**src/hdl/mcoc_config.svh**
```systemverilog
`ifndef MCOC_CONFIG_SVH
`define MCOC_CONFIG_SVH

`define MCOC_ADDR_W	16	// Bus address bits
`define MCOC_DATA_W	16	// Bus data bits
`define MCOC_OFS_W	4	// Register offset bits inside a block
`define MCOC_PORT_W	8	// Port pins
`define MCOC_TIM_W	16	// Timer count bits
`define MCOC_IRQ_N	8	// Interrupt sources

// Block numbers on address bits 15..4
`define MCOC_BASE_IDRG	12'h000	// Identification
`define MCOC_BASE_PORT	12'h001	// Port
`define MCOC_BASE_TIM0	12'h002	// Timer 0
`define MCOC_BASE_TIM1	12'h003	// Timer 1
`define MCOC_BASE_INTC	12'h004	// Interrupt controller

`define MCOC_IDRG_IDCODE	4'h0	// ID code
`define MCOC_IDRG_VERSNO	4'h1	// Version word
`define MCOC_IDRG_FCPU	4'h2	// Clock in kHz
`define MCOC_PORT_OUT	4'h0	// Output data
`define MCOC_PORT_ENB	4'h1	// Output enable
`define MCOC_PORT_INP	4'h2	// Synchronized input
`define MCOC_TIM_CTRL	4'h0	// Control, bit 0 enable
`define MCOC_TIM_PRD	4'h1	// Period
`define MCOC_TIM_CMPA	4'h2	// Compare A
`define MCOC_TIM_CMPB	4'h3	// Compare B
`define MCOC_TIM_CNT	4'h4	// Live count
`define MCOC_INTC_PEND	4'h0	// Pending, write 1 to clear
`define MCOC_INTC_MASK	4'h1	// Mask

`define MCOC_IDCODE	16'h1150	// Part code
`define MCOC_VERSNO	16'h0148	// Version
`define MCOC_FCPU_KHZ	16'd24000	// 24 MHz core clock

`define MCOC_PORT_RST	8'h00	// Port starts undriven
`define MCOC_TIM_RST	16'h0000	// Timer registers
`define MCOC_INTC_RST	8'h00	// All sources masked

`endif
```
**src/hdl/mcoc_pkg.sv**
```systemverilog
`include "mcoc_config.svh"
`default_nettype none

package mcoc_pkg;

	typedef logic [`MCOC_ADDR_W-1:0] bus_addr_t;	// Bus address
	typedef logic [`MCOC_DATA_W-1:0] bus_data_t;	// Bus read and write data
	typedef logic [`MCOC_OFS_W-1:0] reg_ofs_t;	// Offset inside a block

	typedef logic [`MCOC_PORT_W-1:0] port_t;	// One bit per pin

	typedef logic [`MCOC_TIM_W-1:0] tim_cnt_t;	// Count, period and compares

	typedef logic [`MCOC_IRQ_N-1:0] irq_src_t;	// One bit per source
	typedef logic [$clog2(`MCOC_IRQ_N)-1:0] irq_vec_t;	// Source number

endpackage

`default_nettype wire

```
**src/hdl/mcoc_periph_top.sv**
```systemverilog
`include "mcoc_config.svh"
`default_nettype none

module mcoc_periph_top (
	input wire clk,
	input wire rst_n_i,
	input wire bus_rd_i,	// Read strobe
	input wire bus_wr_i,	// Write strobe
	input wire mcoc_pkg::bus_addr_t bus_addr_i,
	input wire mcoc_pkg::bus_data_t bus_wdata_i,
	input wire mcoc_pkg::port_t port_in_i,	// Pin levels
	input wire int0_i,	// External interrupt 0
	input wire int1_i,	// External interrupt 1
	output mcoc_pkg::bus_data_t bus_rdata_o,
	output mcoc_pkg::port_t port_out_o,
	output mcoc_pkg::port_t port_enb_o,	// 1 drives the pin
	output logic tim0_pwma_o,
	output logic tim0_pwmb_o,
	output logic tim1_pwma_o,
	output logic tim1_pwmb_o,
	output logic irq_o,
	output mcoc_pkg::irq_vec_t irq_vec_o
);

	mcoc_pkg::reg_ofs_t ofs;	// Shared register offset
	logic port_cs_n, tim0_cs_n, tim1_cs_n, intc_cs_n;	// Block selects
	mcoc_pkg::bus_data_t rdata_port, rdata_tim0, rdata_tim1, rdata_intc;

	logic tim0_en, tim1_en;
	mcoc_pkg::tim_cnt_t tim0_period, tim0_cmpa, tim0_cmpb, tim0_count;
	mcoc_pkg::tim_cnt_t tim1_period, tim1_cmpa, tim1_cmpb, tim1_count;
	logic tim0_ovf, tim0_cma, tim0_cmb;
	logic tim1_ovf, tim1_cma, tim1_cmb;
	logic [5:0] tim_flags;	// Sources 2..7 of the controller

	assign ofs = bus_addr_i[`MCOC_OFS_W-1:0];
	assign tim_flags = {tim1_cmb, tim1_cma, tim1_ovf, tim0_cmb, tim0_cma, tim0_ovf};

	bus_decode u_bus_decode (
		.clk(clk), .rst_n_i(rst_n_i),
		.bus_rd_i(bus_rd_i), .bus_addr_i(bus_addr_i),
		.rdata_port_i(rdata_port), .rdata_tim0_i(rdata_tim0),
		.rdata_tim1_i(rdata_tim1), .rdata_intc_i(rdata_intc),
		.port_cs_n_o(port_cs_n), .tim0_cs_n_o(tim0_cs_n),
		.tim1_cs_n_o(tim1_cs_n), .intc_cs_n_o(intc_cs_n),
		.bus_rdata_o(bus_rdata_o)
	);

	gpio_port u_gpio_port (
		.clk(clk), .rst_n_i(rst_n_i), .cs_n_i(port_cs_n),
		.bus_rd_i(bus_rd_i), .bus_wr_i(bus_wr_i), .ofs_i(ofs), .wdata_i(bus_wdata_i),
		.port_in_i(port_in_i), .rdata_o(rdata_port),
		.port_out_o(port_out_o), .port_enb_o(port_enb_o)
	);

	timer_regs u_tim0_regs (
		.clk(clk), .rst_n_i(rst_n_i), .cs_n_i(tim0_cs_n),
		.bus_rd_i(bus_rd_i), .bus_wr_i(bus_wr_i), .ofs_i(ofs), .wdata_i(bus_wdata_i),
		.tim_count_i(tim0_count), .rdata_o(rdata_tim0), .tim_en_o(tim0_en),
		.tim_period_o(tim0_period), .tim_cmpa_o(tim0_cmpa), .tim_cmpb_o(tim0_cmpb)
	);

	timer_counter u_tim0_cnt (
		.clk(clk), .rst_n_i(rst_n_i), .tim_en_i(tim0_en),
		.tim_period_i(tim0_period), .tim_cmpa_i(tim0_cmpa), .tim_cmpb_i(tim0_cmpb),
		.tim_count_o(tim0_count), .pwma_o(tim0_pwma_o), .pwmb_o(tim0_pwmb_o),
		.ovf_o(tim0_ovf), .cma_o(tim0_cma), .cmb_o(tim0_cmb)
	);

	timer_regs u_tim1_regs (
		.clk(clk), .rst_n_i(rst_n_i), .cs_n_i(tim1_cs_n),
		.bus_rd_i(bus_rd_i), .bus_wr_i(bus_wr_i), .ofs_i(ofs), .wdata_i(bus_wdata_i),
		.tim_count_i(tim1_count), .rdata_o(rdata_tim1), .tim_en_o(tim1_en),
		.tim_period_o(tim1_period), .tim_cmpa_o(tim1_cmpa), .tim_cmpb_o(tim1_cmpb)
	);

	timer_counter u_tim1_cnt (
		.clk(clk), .rst_n_i(rst_n_i), .tim_en_i(tim1_en),
		.tim_period_i(tim1_period), .tim_cmpa_i(tim1_cmpa), .tim_cmpb_i(tim1_cmpb),
		.tim_count_o(tim1_count), .pwma_o(tim1_pwma_o), .pwmb_o(tim1_pwmb_o),
		.ovf_o(tim1_ovf), .cma_o(tim1_cma), .cmb_o(tim1_cmb)
	);

	irq_ctrl u_irq_ctrl (
		.clk(clk), .rst_n_i(rst_n_i), .cs_n_i(intc_cs_n),
		.bus_rd_i(bus_rd_i), .bus_wr_i(bus_wr_i), .ofs_i(ofs), .wdata_i(bus_wdata_i),
		.int0_i(int0_i), .int1_i(int1_i), .tim_flags_i(tim_flags),
		.rdata_o(rdata_intc), .irq_o(irq_o), .irq_vec_o(irq_vec_o)
	);

endmodule

`default_nettype wire

```
**src/hdl/irq_ctrl.sv**
```systemverilog
`include "mcoc_config.svh"
`default_nettype none

module irq_ctrl (
	input wire clk,
	input wire rst_n_i,
	input wire cs_n_i,	// Block select
	input wire bus_rd_i,
	input wire bus_wr_i,
	input wire mcoc_pkg::reg_ofs_t ofs_i,
	input wire mcoc_pkg::bus_data_t wdata_i,
	input wire int0_i,	// Asynchronous external request
	input wire int1_i,
	input wire [5:0] tim_flags_i,	// tim0 ovf/cma/cmb then tim1
	output mcoc_pkg::bus_data_t rdata_o,
	output logic irq_o,
	output mcoc_pkg::irq_vec_t irq_vec_o
);

	logic [1:0] ext_s1_q, ext_s2_q, ext_s3_q;	// Sync stages and edge history
	logic [1:0] ext_rise;
	mcoc_pkg::irq_src_t src;	// Events this cycle
	mcoc_pkg::irq_src_t clr;	// Write-1-to-clear bits
	mcoc_pkg::irq_src_t pend_q;
	mcoc_pkg::irq_src_t mask_q;
	mcoc_pkg::irq_src_t active;	// Pending and enabled
	mcoc_pkg::bus_data_t rd_val;

	always_ff @(posedge clk or negedge rst_n_i) begin
		if (!rst_n_i) begin
			ext_s1_q <= '0;
			ext_s2_q <= '0;
			ext_s3_q <= '0;
		end else begin
			ext_s1_q <= {int1_i, int0_i};
			ext_s2_q <= ext_s1_q;
			ext_s3_q <= ext_s2_q;
		end
	end

	assign ext_rise = ext_s2_q & ~ext_s3_q;	// Pending set on the third edge
	assign src = {tim_flags_i, ext_rise};
	assign clr = (!cs_n_i && bus_wr_i && ofs_i == `MCOC_INTC_PEND) ?
		wdata_i[`MCOC_IRQ_N-1:0] : '0;

	always_ff @(posedge clk or negedge rst_n_i) begin
		if (!rst_n_i) begin
			pend_q <= '0;
			mask_q <= `MCOC_INTC_RST;
		end else begin
			pend_q <= (pend_q & ~clr) | src;	// New event beats the clear
			if (!cs_n_i && bus_wr_i && ofs_i == `MCOC_INTC_MASK)
				mask_q <= wdata_i[`MCOC_IRQ_N-1:0];
		end
	end

	assign active = pend_q & mask_q;
	assign irq_o = |active;

	always_comb begin
		irq_vec_o = '0;
		for (int i = `MCOC_IRQ_N - 1; i >= 0; i--) begin
			if (active[i]) irq_vec_o = mcoc_pkg::irq_vec_t'(i);	// Lowest bit wins
		end
	end

	always_comb begin
		case (ofs_i)
			`MCOC_INTC_PEND: rd_val = mcoc_pkg::bus_data_t'(pend_q);
			`MCOC_INTC_MASK: rd_val = mcoc_pkg::bus_data_t'(mask_q);
			default: rd_val = '0;
		endcase
	end

	always_ff @(posedge clk or negedge rst_n_i) begin
		if (!rst_n_i) begin
			rdata_o <= '0;
		end else begin
			rdata_o <= (!cs_n_i && bus_rd_i) ? rd_val : '0;
		end
	end

endmodule

`default_nettype wire

```
**src/hdl/timer_counter.sv**
```systemverilog
`default_nettype none

module timer_counter (
	input wire clk,
	input wire rst_n_i,
	input wire tim_en_i,	// Run enable
	input wire mcoc_pkg::tim_cnt_t tim_period_i,	// Last count before wrap
	input wire mcoc_pkg::tim_cnt_t tim_cmpa_i,
	input wire mcoc_pkg::tim_cnt_t tim_cmpb_i,
	output mcoc_pkg::tim_cnt_t tim_count_o,
	output logic pwma_o,
	output logic pwmb_o,
	output logic ovf_o,	// Wrap pulse
	output logic cma_o,	// Compare A match pulse
	output logic cmb_o	// Compare B match pulse
);

	logic wrap;	// Count at period

	assign wrap = (tim_count_o == tim_period_i);

	always_ff @(posedge clk or negedge rst_n_i) begin
		if (!rst_n_i) begin
			tim_count_o <= '0;
			pwma_o <= 1'b0;
			pwmb_o <= 1'b0;
			ovf_o <= 1'b0;
			cma_o <= 1'b0;
			cmb_o <= 1'b0;
		end else if (!tim_en_i) begin
			tim_count_o <= '0;	// Held while stopped
			pwma_o <= 1'b0;
			pwmb_o <= 1'b0;
			ovf_o <= 1'b0;
			cma_o <= 1'b0;
			cmb_o <= 1'b0;
		end else begin
			// period+1 counts per timer cycle
			tim_count_o <= wrap ? '0 : tim_count_o + 1'b1;
			ovf_o <= wrap;
			cma_o <= (tim_count_o == tim_cmpa_i);
			cmb_o <= (tim_count_o == tim_cmpb_i);
			pwma_o <= (tim_count_o < tim_cmpa_i);	// High for cmpa counts
			pwmb_o <= (tim_count_o < tim_cmpb_i);
		end
	end

endmodule

`default_nettype wire

```
**src/hdl/timer_regs.sv**
```systemverilog
`include "mcoc_config.svh"
`default_nettype none

module timer_regs (
	input wire clk,
	input wire rst_n_i,
	input wire cs_n_i,	// Block select
	input wire bus_rd_i,
	input wire bus_wr_i,
	input wire mcoc_pkg::reg_ofs_t ofs_i,
	input wire mcoc_pkg::bus_data_t wdata_i,
	input wire mcoc_pkg::tim_cnt_t tim_count_i,	// Live count from the counter
	output mcoc_pkg::bus_data_t rdata_o,
	output logic tim_en_o,
	output mcoc_pkg::tim_cnt_t tim_period_o,
	output mcoc_pkg::tim_cnt_t tim_cmpa_o,
	output mcoc_pkg::tim_cnt_t tim_cmpb_o
);

	logic wr_en;	// Write to this timer
	mcoc_pkg::bus_data_t rd_val;

	assign wr_en = !cs_n_i && bus_wr_i;

	always_ff @(posedge clk or negedge rst_n_i) begin
		if (!rst_n_i) begin
			tim_en_o <= 1'b0;	// Timer stopped
			tim_period_o <= `MCOC_TIM_RST;
			tim_cmpa_o <= `MCOC_TIM_RST;
			tim_cmpb_o <= `MCOC_TIM_RST;
		end else if (wr_en) begin
			case (ofs_i)
				`MCOC_TIM_CTRL: tim_en_o <= wdata_i[0];
				`MCOC_TIM_PRD: tim_period_o <= wdata_i;
				`MCOC_TIM_CMPA: tim_cmpa_o <= wdata_i;
				`MCOC_TIM_CMPB: tim_cmpb_o <= wdata_i;
				default: ;	// Count is read-only
			endcase
		end
	end

	always_comb begin
		case (ofs_i)
			`MCOC_TIM_CTRL: rd_val = {{(`MCOC_DATA_W-1){1'b0}}, tim_en_o};
			`MCOC_TIM_PRD: rd_val = tim_period_o;
			`MCOC_TIM_CMPA: rd_val = tim_cmpa_o;
			`MCOC_TIM_CMPB: rd_val = tim_cmpb_o;
			`MCOC_TIM_CNT: rd_val = tim_count_i;
			default: rd_val = '0;
		endcase
	end

	always_ff @(posedge clk or negedge rst_n_i) begin
		if (!rst_n_i) begin
			rdata_o <= '0;
		end else begin
			rdata_o <= (!cs_n_i && bus_rd_i) ? rd_val : '0;	// One-cycle return
		end
	end

endmodule

`default_nettype wire

```
**src/hdl/gpio_port.sv**
```systemverilog
`include "mcoc_config.svh"
`default_nettype none

module gpio_port (
	input wire clk,
	input wire rst_n_i,
	input wire cs_n_i,	// Block select
	input wire bus_rd_i,
	input wire bus_wr_i,
	input wire mcoc_pkg::reg_ofs_t ofs_i,
	input wire mcoc_pkg::bus_data_t wdata_i,
	input wire mcoc_pkg::port_t port_in_i,	// Asynchronous pin levels
	output mcoc_pkg::bus_data_t rdata_o,
	output mcoc_pkg::port_t port_out_o,
	output mcoc_pkg::port_t port_enb_o
);

	mcoc_pkg::port_t out_q;	// Output data register
	mcoc_pkg::port_t enb_q;	// Output enable register
	mcoc_pkg::port_t in_s1_q, in_s2_q;	// Two-flop synchronizer
	mcoc_pkg::port_t rd_val;

	always_ff @(posedge clk or negedge rst_n_i) begin
		if (!rst_n_i) begin
			out_q <= `MCOC_PORT_RST;
			enb_q <= `MCOC_PORT_RST;	// High impedance after reset
		end else if (!cs_n_i && bus_wr_i) begin
			if (ofs_i == `MCOC_PORT_OUT) out_q <= wdata_i[`MCOC_PORT_W-1:0];
			if (ofs_i == `MCOC_PORT_ENB) enb_q <= wdata_i[`MCOC_PORT_W-1:0];
		end
	end

	always_ff @(posedge clk or negedge rst_n_i) begin
		if (!rst_n_i) begin
			in_s1_q <= '0;
			in_s2_q <= '0;
		end else begin
			in_s1_q <= port_in_i;
			in_s2_q <= in_s1_q;	// Safe to read from here on
		end
	end

	always_comb begin
		case (ofs_i)
			`MCOC_PORT_OUT: rd_val = out_q;
			`MCOC_PORT_ENB: rd_val = enb_q;
			`MCOC_PORT_INP: rd_val = in_s2_q;
			default: rd_val = '0;
		endcase
	end

	always_ff @(posedge clk or negedge rst_n_i) begin
		if (!rst_n_i) begin
			rdata_o <= '0;
		end else begin
			rdata_o <= (!cs_n_i && bus_rd_i) ? mcoc_pkg::bus_data_t'(rd_val) : '0;
		end
	end

	assign port_out_o = out_q;
	assign port_enb_o = enb_q;

endmodule

`default_nettype wire

```
**src/hdl/bus_decode.sv**
```systemverilog
`include "mcoc_config.svh"
`default_nettype none

module bus_decode (
	input wire clk,
	input wire rst_n_i,
	input wire bus_rd_i,
	input wire mcoc_pkg::bus_addr_t bus_addr_i,
	input wire mcoc_pkg::bus_data_t rdata_port_i,	// Registered block returns
	input wire mcoc_pkg::bus_data_t rdata_tim0_i,
	input wire mcoc_pkg::bus_data_t rdata_tim1_i,
	input wire mcoc_pkg::bus_data_t rdata_intc_i,
	output logic port_cs_n_o,
	output logic tim0_cs_n_o,
	output logic tim1_cs_n_o,
	output logic intc_cs_n_o,
	output mcoc_pkg::bus_data_t bus_rdata_o
);

	logic [`MCOC_ADDR_W-`MCOC_OFS_W-1:0] blk;	// Block number
	mcoc_pkg::reg_ofs_t ofs;
	logic idrg_sel;	// ID block hit
	mcoc_pkg::bus_data_t idrg_val;	// Addressed ID word
	mcoc_pkg::bus_data_t idrg_rdata_q;

	assign blk = bus_addr_i[`MCOC_ADDR_W-1:`MCOC_OFS_W];
	assign ofs = bus_addr_i[`MCOC_OFS_W-1:0];

	// Selects follow the address alone, blocks qualify with the strobes
	assign idrg_sel = (blk == `MCOC_BASE_IDRG);
	assign port_cs_n_o = (blk != `MCOC_BASE_PORT);
	assign tim0_cs_n_o = (blk != `MCOC_BASE_TIM0);
	assign tim1_cs_n_o = (blk != `MCOC_BASE_TIM1);
	assign intc_cs_n_o = (blk != `MCOC_BASE_INTC);

	always_comb begin
		case (ofs)
			`MCOC_IDRG_IDCODE: idrg_val = `MCOC_IDCODE;
			`MCOC_IDRG_VERSNO: idrg_val = `MCOC_VERSNO;
			`MCOC_IDRG_FCPU: idrg_val = `MCOC_FCPU_KHZ;
			default: idrg_val = '0;	// Unused ID offsets
		endcase
	end

	always_ff @(posedge clk or negedge rst_n_i) begin
		if (!rst_n_i) begin
			idrg_rdata_q <= '0;
		end else if (idrg_sel && bus_rd_i) begin
			idrg_rdata_q <= idrg_val;	// Valid for one cycle
		end else begin
			idrg_rdata_q <= '0;
		end
	end

	// Unselected blocks return zero, so a plain OR merges them
	assign bus_rdata_o = idrg_rdata_q | rdata_port_i | rdata_tim0_i |
		rdata_tim1_i | rdata_intc_i;

endmodule

`default_nettype wire

```
**config.mk**
```make
export PLATFORM = sky130hd
export DESIGN_NAME = mcoc_periph_top
export DESIGN_NICKNAME = d
export VERILOG_FILES = /design/src/hdl/mcoc_pkg.sv /design/src/hdl/mcoc_periph_top.sv /design/src/hdl/irq_ctrl.sv /design/src/hdl/timer_counter.sv /design/src/hdl/timer_regs.sv /design/src/hdl/gpio_port.sv /design/src/hdl/bus_decode.sv
export VERILOG_INCLUDE_DIRS = /design/src /design/src/hdl
export SDC_FILE = /design/constraint.sdc
export NUM_CORES = 1
export LEC_CHECK = 0
export BUFFER_PORTS_ARGS = -buffer_cell sky130_fd_sc_hd__clkbuf_2
export CAP_MARGIN = 20
export CORE_ASPECT_RATIO = 0.9
export CORE_MARGIN = 4
export CORE_UTILIZATION = 50
export CTS_CLUSTER_DIAMETER = 120
export DETAILED_ROUTE_END_ITERATION = 8
export PLACE_DENSITY = 0.68
export SLEW_MARGIN = 25
export SYNTH_ARGS = -nofsm -noshare
export SYNTH_HDL_FRONTEND = slang
export SYNTH_SLANG_ARGS = --single-unit
```
**constraint.sdc**
```tcl
create_clock -name clk -period 2.2 [get_ports clk]
set_clock_uncertainty 0.05 [all_clocks]
set_input_delay 0.11 -clock clk [delete_from_list [all_inputs] [get_ports clk]]
set_output_delay 0.11 -clock clk [all_outputs]
set_load 0.02 [all_outputs]
```
==> results_dict.tcl, run 1 <==
set metrics [dict create \
    final-seq-area_um2 6180 \
    hold_depth 3 \
    syn_nets 1137 \
    yosys.area_share.simple 0.118 \
    tightest_slew_ns 0.503 \
    pin_count 86 \
    synth_top_cells_by_area "dfrtp_1, mux2_2, ha_1" \
    synth_common_cells "dfrtp_1, mux2_2, nor2_1, nand2_1, inv_1" \
    switching_share 0.220 \
    hold_slack_ns 0.0165 \
    synth_top_area_share 0.518 \
    cp.required_ns 2.60 \
    rsz0062_at_grt "false" \
    clkTransAtPathRegs_ns 0.06 \
    drtIter0Drc 882 \
    timing_worst_setup_path_type "flop to flop" \
    root_buffer "clkbuf_16" \
    ys_ff_latch 247 \
    first_pass_iters 9 \
    slowest_delay_ns 0.46 \
    setup_viol 0 \
    path_cells "ha_1, nor2b_1, o211ai_1, a21oi_1, a2111oi_0, buf_4, o31a_1" \
    hpwl_um 21500 \
    final_nets 1276 \
    initial_core_util 0.510 \
    finalPower_mw 9.26 \
    cts_setup_buffers 0 \
    drv_slew 0 \
    grt.total_usage 0.234 \
    p_clk_frac 0.470 \
    die-area_um2 26400 \
    grt_start_max_net_pins 64 \
    antennaDiodeCount 0 \
    syn_avg_cell_area_um2 11.7 \
    irDropWorstVdd_uv 601 \
    drive_above_1_share 0.261 \
    synthCells 1025 \
    htree_num_levels 1 \
    synth_top_family_by_area "multiplexers" \
    critPathArrivalTime_ns 2.45 \
    cts_tree "built" \
    row_count 53 \
    design_area_um2 14200 \
    yosys.area.top_type "dfrtp_1" \
    dr_total_vias 8544 \
    cp_max_fo 6 \
    power_leakage_nw 6.94 \
    synthAdderAreaFrac 0.0691 \
    synth_edf_count 0 \
    status "finished with violations" \
    utilization 0.607 \
    seqPwrFrac 0.494 \
    clock.fmax_ghz 0.488 \
    die_y_um 155 \
    combPwrFrac 0.036 \
    power.switching_mw 2.03 \
    antenna_found_initial 0 \
    worst_path_max_delay_cell "dfrtp_1" \
    synth_flop_cell "dfrtp_1" \
    cts-buffers-inserted 26 \
    hold_class "primary input to flop" \
    yosysWarnings 0 \
    synthMuxAreaShare 0.123 \
    die_w_um 171 \
    fin_crit_sh 0.932 \
    wl_per_cell_um 20.7 \
    cp-start-kind "flop" \
    violations "design-rule violations" \
    hold_viol_final 0 \
    reg2reg_depth 7 \
    cts_buffer_depth 3 \
    dpl-instance-area_um2 13100 \
    drc_errors 2 \
    ys_seq_area_frac 0.518 \
    cts_sinks 247 \
    fill_cells 1895 \
    insertion_delay_ns 0.53 \
    routabilityCongestion 0.866 \
    numPortBuffers 85 \
    vias_per_cell 5.76 \
    intPower_mw 7.22 \
    wl_um 30700 \
    period_minus_slack_ns 2.05 \
    core_area_um2 23400 \
    grt_pass1_wl_um 48800 \
    synthesis.area_um2 11900 \
    netlist-cell-type-count 50 \
    synth_compound_area_frac 0.0879 \
    power_density_nw_per_um2 652 \
    end_kind "flop" \
    ant_nets 0 \
    relSlewSlack 0.656 \
    drv_cap 0 \
    synth-xor-area-share 0.0440 \
    grt_pass1_vias 8723 \
    synth_most_common_cell "dfrtp_1" \
    multiInputGateArea_um2 5300 \
    syn_to_final_growth_pct 18.9 \
    async_reset_ff_frac 1.00 \
    grt_overflow 0 \
]
## placed cells by master (no fill, tap or decap), types with 5 or more instances in the layout
| cell | Yosys | layout |
|---|---|---|
| dfrtp_1 | 247 | 247 |
| mux2_2 | 101 | 101 |
| clkbuf_2 | 0 | 84 |
| nand2_1 | 71 | 71 |
| nor2_1 | 72 | 71 |
| inv_1 | 68 | 68 |
| ha_1 | 66 | 66 |
| a21oi_1 | 54 | 54 |
| xor2_1 | 51 | 51 |
| a222oi_1 | 40 | 40 |
| dlygate4sd3_1 | 0 | 28 |
| buf_4 | 2 | 27 |
| clkbuf_16 | 0 | 26 |
| nand4_1 | 23 | 23 |
| mux2_4 | 20 | 20 |
| nand3_1 | 17 | 17 |
| buf_12 | 2 | 16 |
| a21o_1 | 12 | 12 |
| nor4_1 | 11 | 11 |
| and3_1 | 11 | 11 |
| nor3_1 | 12 | 11 |
| o21ai_0 | 11 | 11 |
| a22oi_1 | 10 | 10 |
| xnor2_1 | 9 | 9 |
| or3_1 | 8 | 8 |
| clkbuf_1 | 37 | 7 |
| nor2b_1 | 6 | 6 |
| a2111oi_0 | 5 | 5 |
| nor3_4 | 5 | 5 |
## routing by layer
layer	wire length (um)	vias to the layer above	GRT usage
met5	0	-	0
met4	691	0	0.0573
met2	14500	276	0.372
met3	1820	48	0.0330
met1	13700	4268	0.343
li1	-	3952	-
## registers in the layout (all words and copies together), names as in the netlist, 8 cells and up
name                      flops
u_tim0_cnt.tim_count_o       16
u_irq_ctrl.mask_q             8
u_tim1_cnt.tim_count_o       16
u_irq_ctrl.rdata_o            8
u_tim1_regs.tim_period_o     16
u_tim1_regs.rdata_o          16
u_gpio_port.in_s1_q           8
u_gpio_port.port_out_o        8
u_irq_ctrl.pend_q             8
u_gpio_port.port_enb_o        8
u_tim1_regs.tim_cmpa_o       16
u_gpio_port.in_s2_q           8
u_tim0_regs.tim_cmpa_o       16
u_tim0_regs.rdata_o          16
u_gpio_port.rdata_o           8
u_tim0_regs.tim_period_o     16
u_tim0_regs.tim_cmpb_o       16
u_tim1_regs.tim_cmpb_o       16
## logic make-up (layout without fill, tap and decap cells)
| kind of cell | count (synthesis) | count (layout) |
|---|---|---|
| xor gates and xnor gates | 60 | 60 |
| AOI/OAI and AO/OA | 146 | 146 |
| and+or+nand+nor | 269 | 269 |
| muxes | 124 | 124 |
| adders and majority gates | 66 | 66 |
| DFF | 247 | 247 |
| buffers and inverters | 113 | 270 |
## through the flow
step | TNS, ns | setup WS, ns | std cells
3_5_place_dp | -0.150 | -0.0215 | 1410
4_1_cts | 0 | 0.154 | 1484
2_1_floorplan | 0 | 0.0960 | 1025
3_3_place_gp | 0 | 0.00338 | 1410
5_1_grt | 0 | 0.00963 | 1484
6_report | 0 | 0.150 | 1484
## final cells by class
| type | count | area share |
|---|---|---|
| Multi-Input combinational cell | 665 | 0.373 |
| Tap cell | 302 | 0.0266 |
| Clock inverter | 9 | 0.00819 |
| Clock buffer | 37 | 0.0515 |
| Inverter | 68 | 0.0180 |
| Sequential cell | 247 | 0.435 |
| Timing Repair Buffer | 156 | 0.0872 |
## power by group through the flow
stage          Combinational [mW]  Clock (mW)  Sequential [mW]
2_1_floorplan              0.0658           0             4.65
3_3_place_gp                0.291           0             4.65
3_5_place_dp                0.292           0             4.66
4_1_cts                     0.333        4.43             4.57
5_1_grt                     0.361        4.65             4.57
6_report                    0.330        4.35             4.57
## worst max-delay path: cells and delay by family, from the launching register on
kind	cells	cell delay [ns]
compound gates	4	0.83
fa+ha+maj	1	0.31
buf+inv	1	0.19
flops	1	0.46
simple gates	1	0.13
## timing repair
item,in CTS,in global routing
endpoints found under the hold margin,285,0
gates resized for setup,0,1
endpoints found under the setup margin,0,1
hold buffers,28,0
## path summary, 6_finish.rpt
kind                                                start                         end  slack (ns)
worst max-delay path            u_tim0_cnt.tim_count_o[1]           u_tim0_cnt.pwma_o        0.15
worst min-delay path                       bus_wdata_i[0]        u_irq_ctrl.pend_q[0]        0.02
worst max register to register  u_tim0_cnt.tim_count_o[1]           u_tim0_cnt.pwma_o        0.15
worst min register to register     u_gpio_port.in_s1_q[7]      u_gpio_port.in_s2_q[7]        0.30
max in group asynchronous                         rst_n_i   u_tim0_cnt.tim_count_o[3]        1.21
min in group asynchronous                         rst_n_i  u_tim1_cnt.tim_count_o[14]        0.08
Power figures use the tool's default switching activity.
==> run 2: changes to the inputs <==
Settings changed: CORE_ASPECT_RATIO 0.9 to not set.
==> results_dict.tcl, run 2 (same netlist as run 1, synthesis figures left out) <==
set metrics [dict create \
    status "finished with violations" \
    violations "negative hold slack" \
    fin_crit_sh 0.985 \
    grt_pass1_vias 8637 \
    die_y_um 163 \
    routabilityCongestion 0.906 \
    relSlewSlack 0.675 \
    die_w_um 163 \
    syn_to_final_growth_pct 19.4 \
    drv_cap 0 \
    setup_viol 0 \
    combPwrFrac 0.034 \
    p_clk_frac 0.477 \
    initial_core_util 0.509 \
    power_density_nw_per_um2 656 \
    timing.setup.tns_ns 0 \
    layout_commonest_cell "dfrtp_1" \
    hpwl_um 21200 \
    dr_total_vias 8542 \
    period_minus_slack_ns 2.17 \
    drc_errors 0 \
    root_buffer "clkbuf_16" \
    critPathArrivalTime_ns 2.54 \
    grt_start_max_net_pins 73 \
    pin_count 86 \
    wl_um 30400 \
    irDropWorstVdd_uv 640 \
    rsz0062_at_grt "false" \
    cts-buffers-inserted 27 \
    insertion_delay_ns 0.54 \
    grt.total_usage 0.231 \
    tightest_slew_ns 0.475 \
    dp_cells 1427 \
    grt_pass1_wl_um 48100 \
    hold_depth 3 \
    clock.fmax_ghz 0.461 \
    power.switching_mw 2.04 \
    final_cells 1501 \
    utilization 0.608 \
    vias_per_cell 5.69 \
    wl_per_cell_um 20.3 \
    hold_viol_final 1 \
    core_area_um2 23500 \
    die-area_um2 26400 \
    drive_above_1_share 0.264 \
    row_count 56 \
    hold_buffers 24 \
    cts_sinks 247 \
    antenna_found_initial 1 \
    drtIter0Drc 843 \
    reg2reg_depth 5 \
    end_kind "flop" \
    intPower_mw 7.32 \
    switching_share 0.218 \
    drv_slew 0 \
    cts_resized 0 \
    seqPwrFrac 0.489 \
    hold_slack_ns -0.000944 \
    cp-start-kind "primary input" \
    cts_buffer_depth 3 \
    numPortBuffers 85 \
    cts_setup_buffers 0 \
    cp_max_fo 5 \
    cp.required_ns 2.58 \
    cts_tree "built" \
    first_pass_iters 6 \
    ant_nets 0 \
    clkTransAtPathRegs_ns 0.06 \
    hold_class "primary input to flop" \
    timing_worst_setup_path_type "primary input to flop" \
    final_nets 1273 \
    htree_num_levels 1 \
    grt_overflow 0 \
    power_leakage_nw 6.96 \
    final_cell_mix "dfrtp_1, mux2_2, clkbuf_2" \
]
run 2: worst paths after layout:
| check | startpoint | to | slack (ns) |
|---|---|---|---|
| max | bus_addr_i[7] | u_bus_decode.idrg_rdata_q[8] | 0.03 |
| min | bus_wdata_i[4] | u_irq_ctrl.pend_q[4] | -0.0009 |
| max reg2reg | u_tim1_cnt.tim_count_o[13] | u_tim1_cnt.pwmb_o | 0.19 |
| min reg2reg | u_gpio_port.in_s1_q[7] | u_gpio_port.in_s2_q[7] | 0.30 |
| max in group asynchronous | rst_n_i | u_gpio_port.in_s2_q[2] | 1.36 |
| min in group asynchronous | rst_n_i | u_tim1_regs.tim_cmpa_o[12] | 0.04 |
run 2: power by group through the flow:
| stage | Clock, mW | Combinational (mW) | Sequential (mW) |
|---|---|---|---|
| global placement | 0 | 0.292 | 4.65 |
| detailed placement | 0 | 0.295 | 4.66 |
| finish | 4.46 | 0.323 | 4.57 |
| floorplan | 0 | 0.0658 | 4.65 |
| CTS | 4.54 | 0.327 | 4.57 |
| global route | 4.74 | 0.353 | 4.57 |
run 2: per-stage QoR:
stage                     area (um^2)  power (mW)  setup WS, ns  hold WS (ns)
after detailed placement        13100        4.95       0.00703       -0.0133
after CTS                       14300        9.44        0.0403      0.000597
after global placement          13100        4.95        0.0333       -0.0131
after global routing            14300        9.67      0.000319       0.00686
final                           14300        9.36        0.0327     -0.000944
after floorplan                 11900        4.72        0.0960        -0.236
run 2: area by class of cell:
cell class / instances / area (um^2)
Multi-Input combinational cell: 665 / 5300
Antenna cell: 1 / 2.50
Sequential cell: 247 / 6180
Inverter: 68 / 255
Clock inverter: 11 / 114
Fill cell: 1908 / 9210
Timing Repair Buffer: 152 / 1250
Tap cell: 319 / 399
Clock buffer: 38 / 767
run 2: worst max-delay path: stages:
cell           delay (ns)
clkbuf_2             0.08
or4_4                0.55
or3_1                0.32
buf_4                0.18
or4_4                0.42
dlygate4sd3_1        0.65
a211oi_1             0.23
run 2: metal layers:
| metal | global-route usage | routed length [um] | up-vias |
|---|---|---|---|
| met3 | 0.0286 | 1450 | 66 |
| li1 | - | - | 3955 |
| met5 | 0 | 0 | - |
| met1 | 0.334 | 13500 | 4289 |
| met2 | 0.370 | 14700 | 232 |
| met4 | 0.0690 | 805 | 0 |
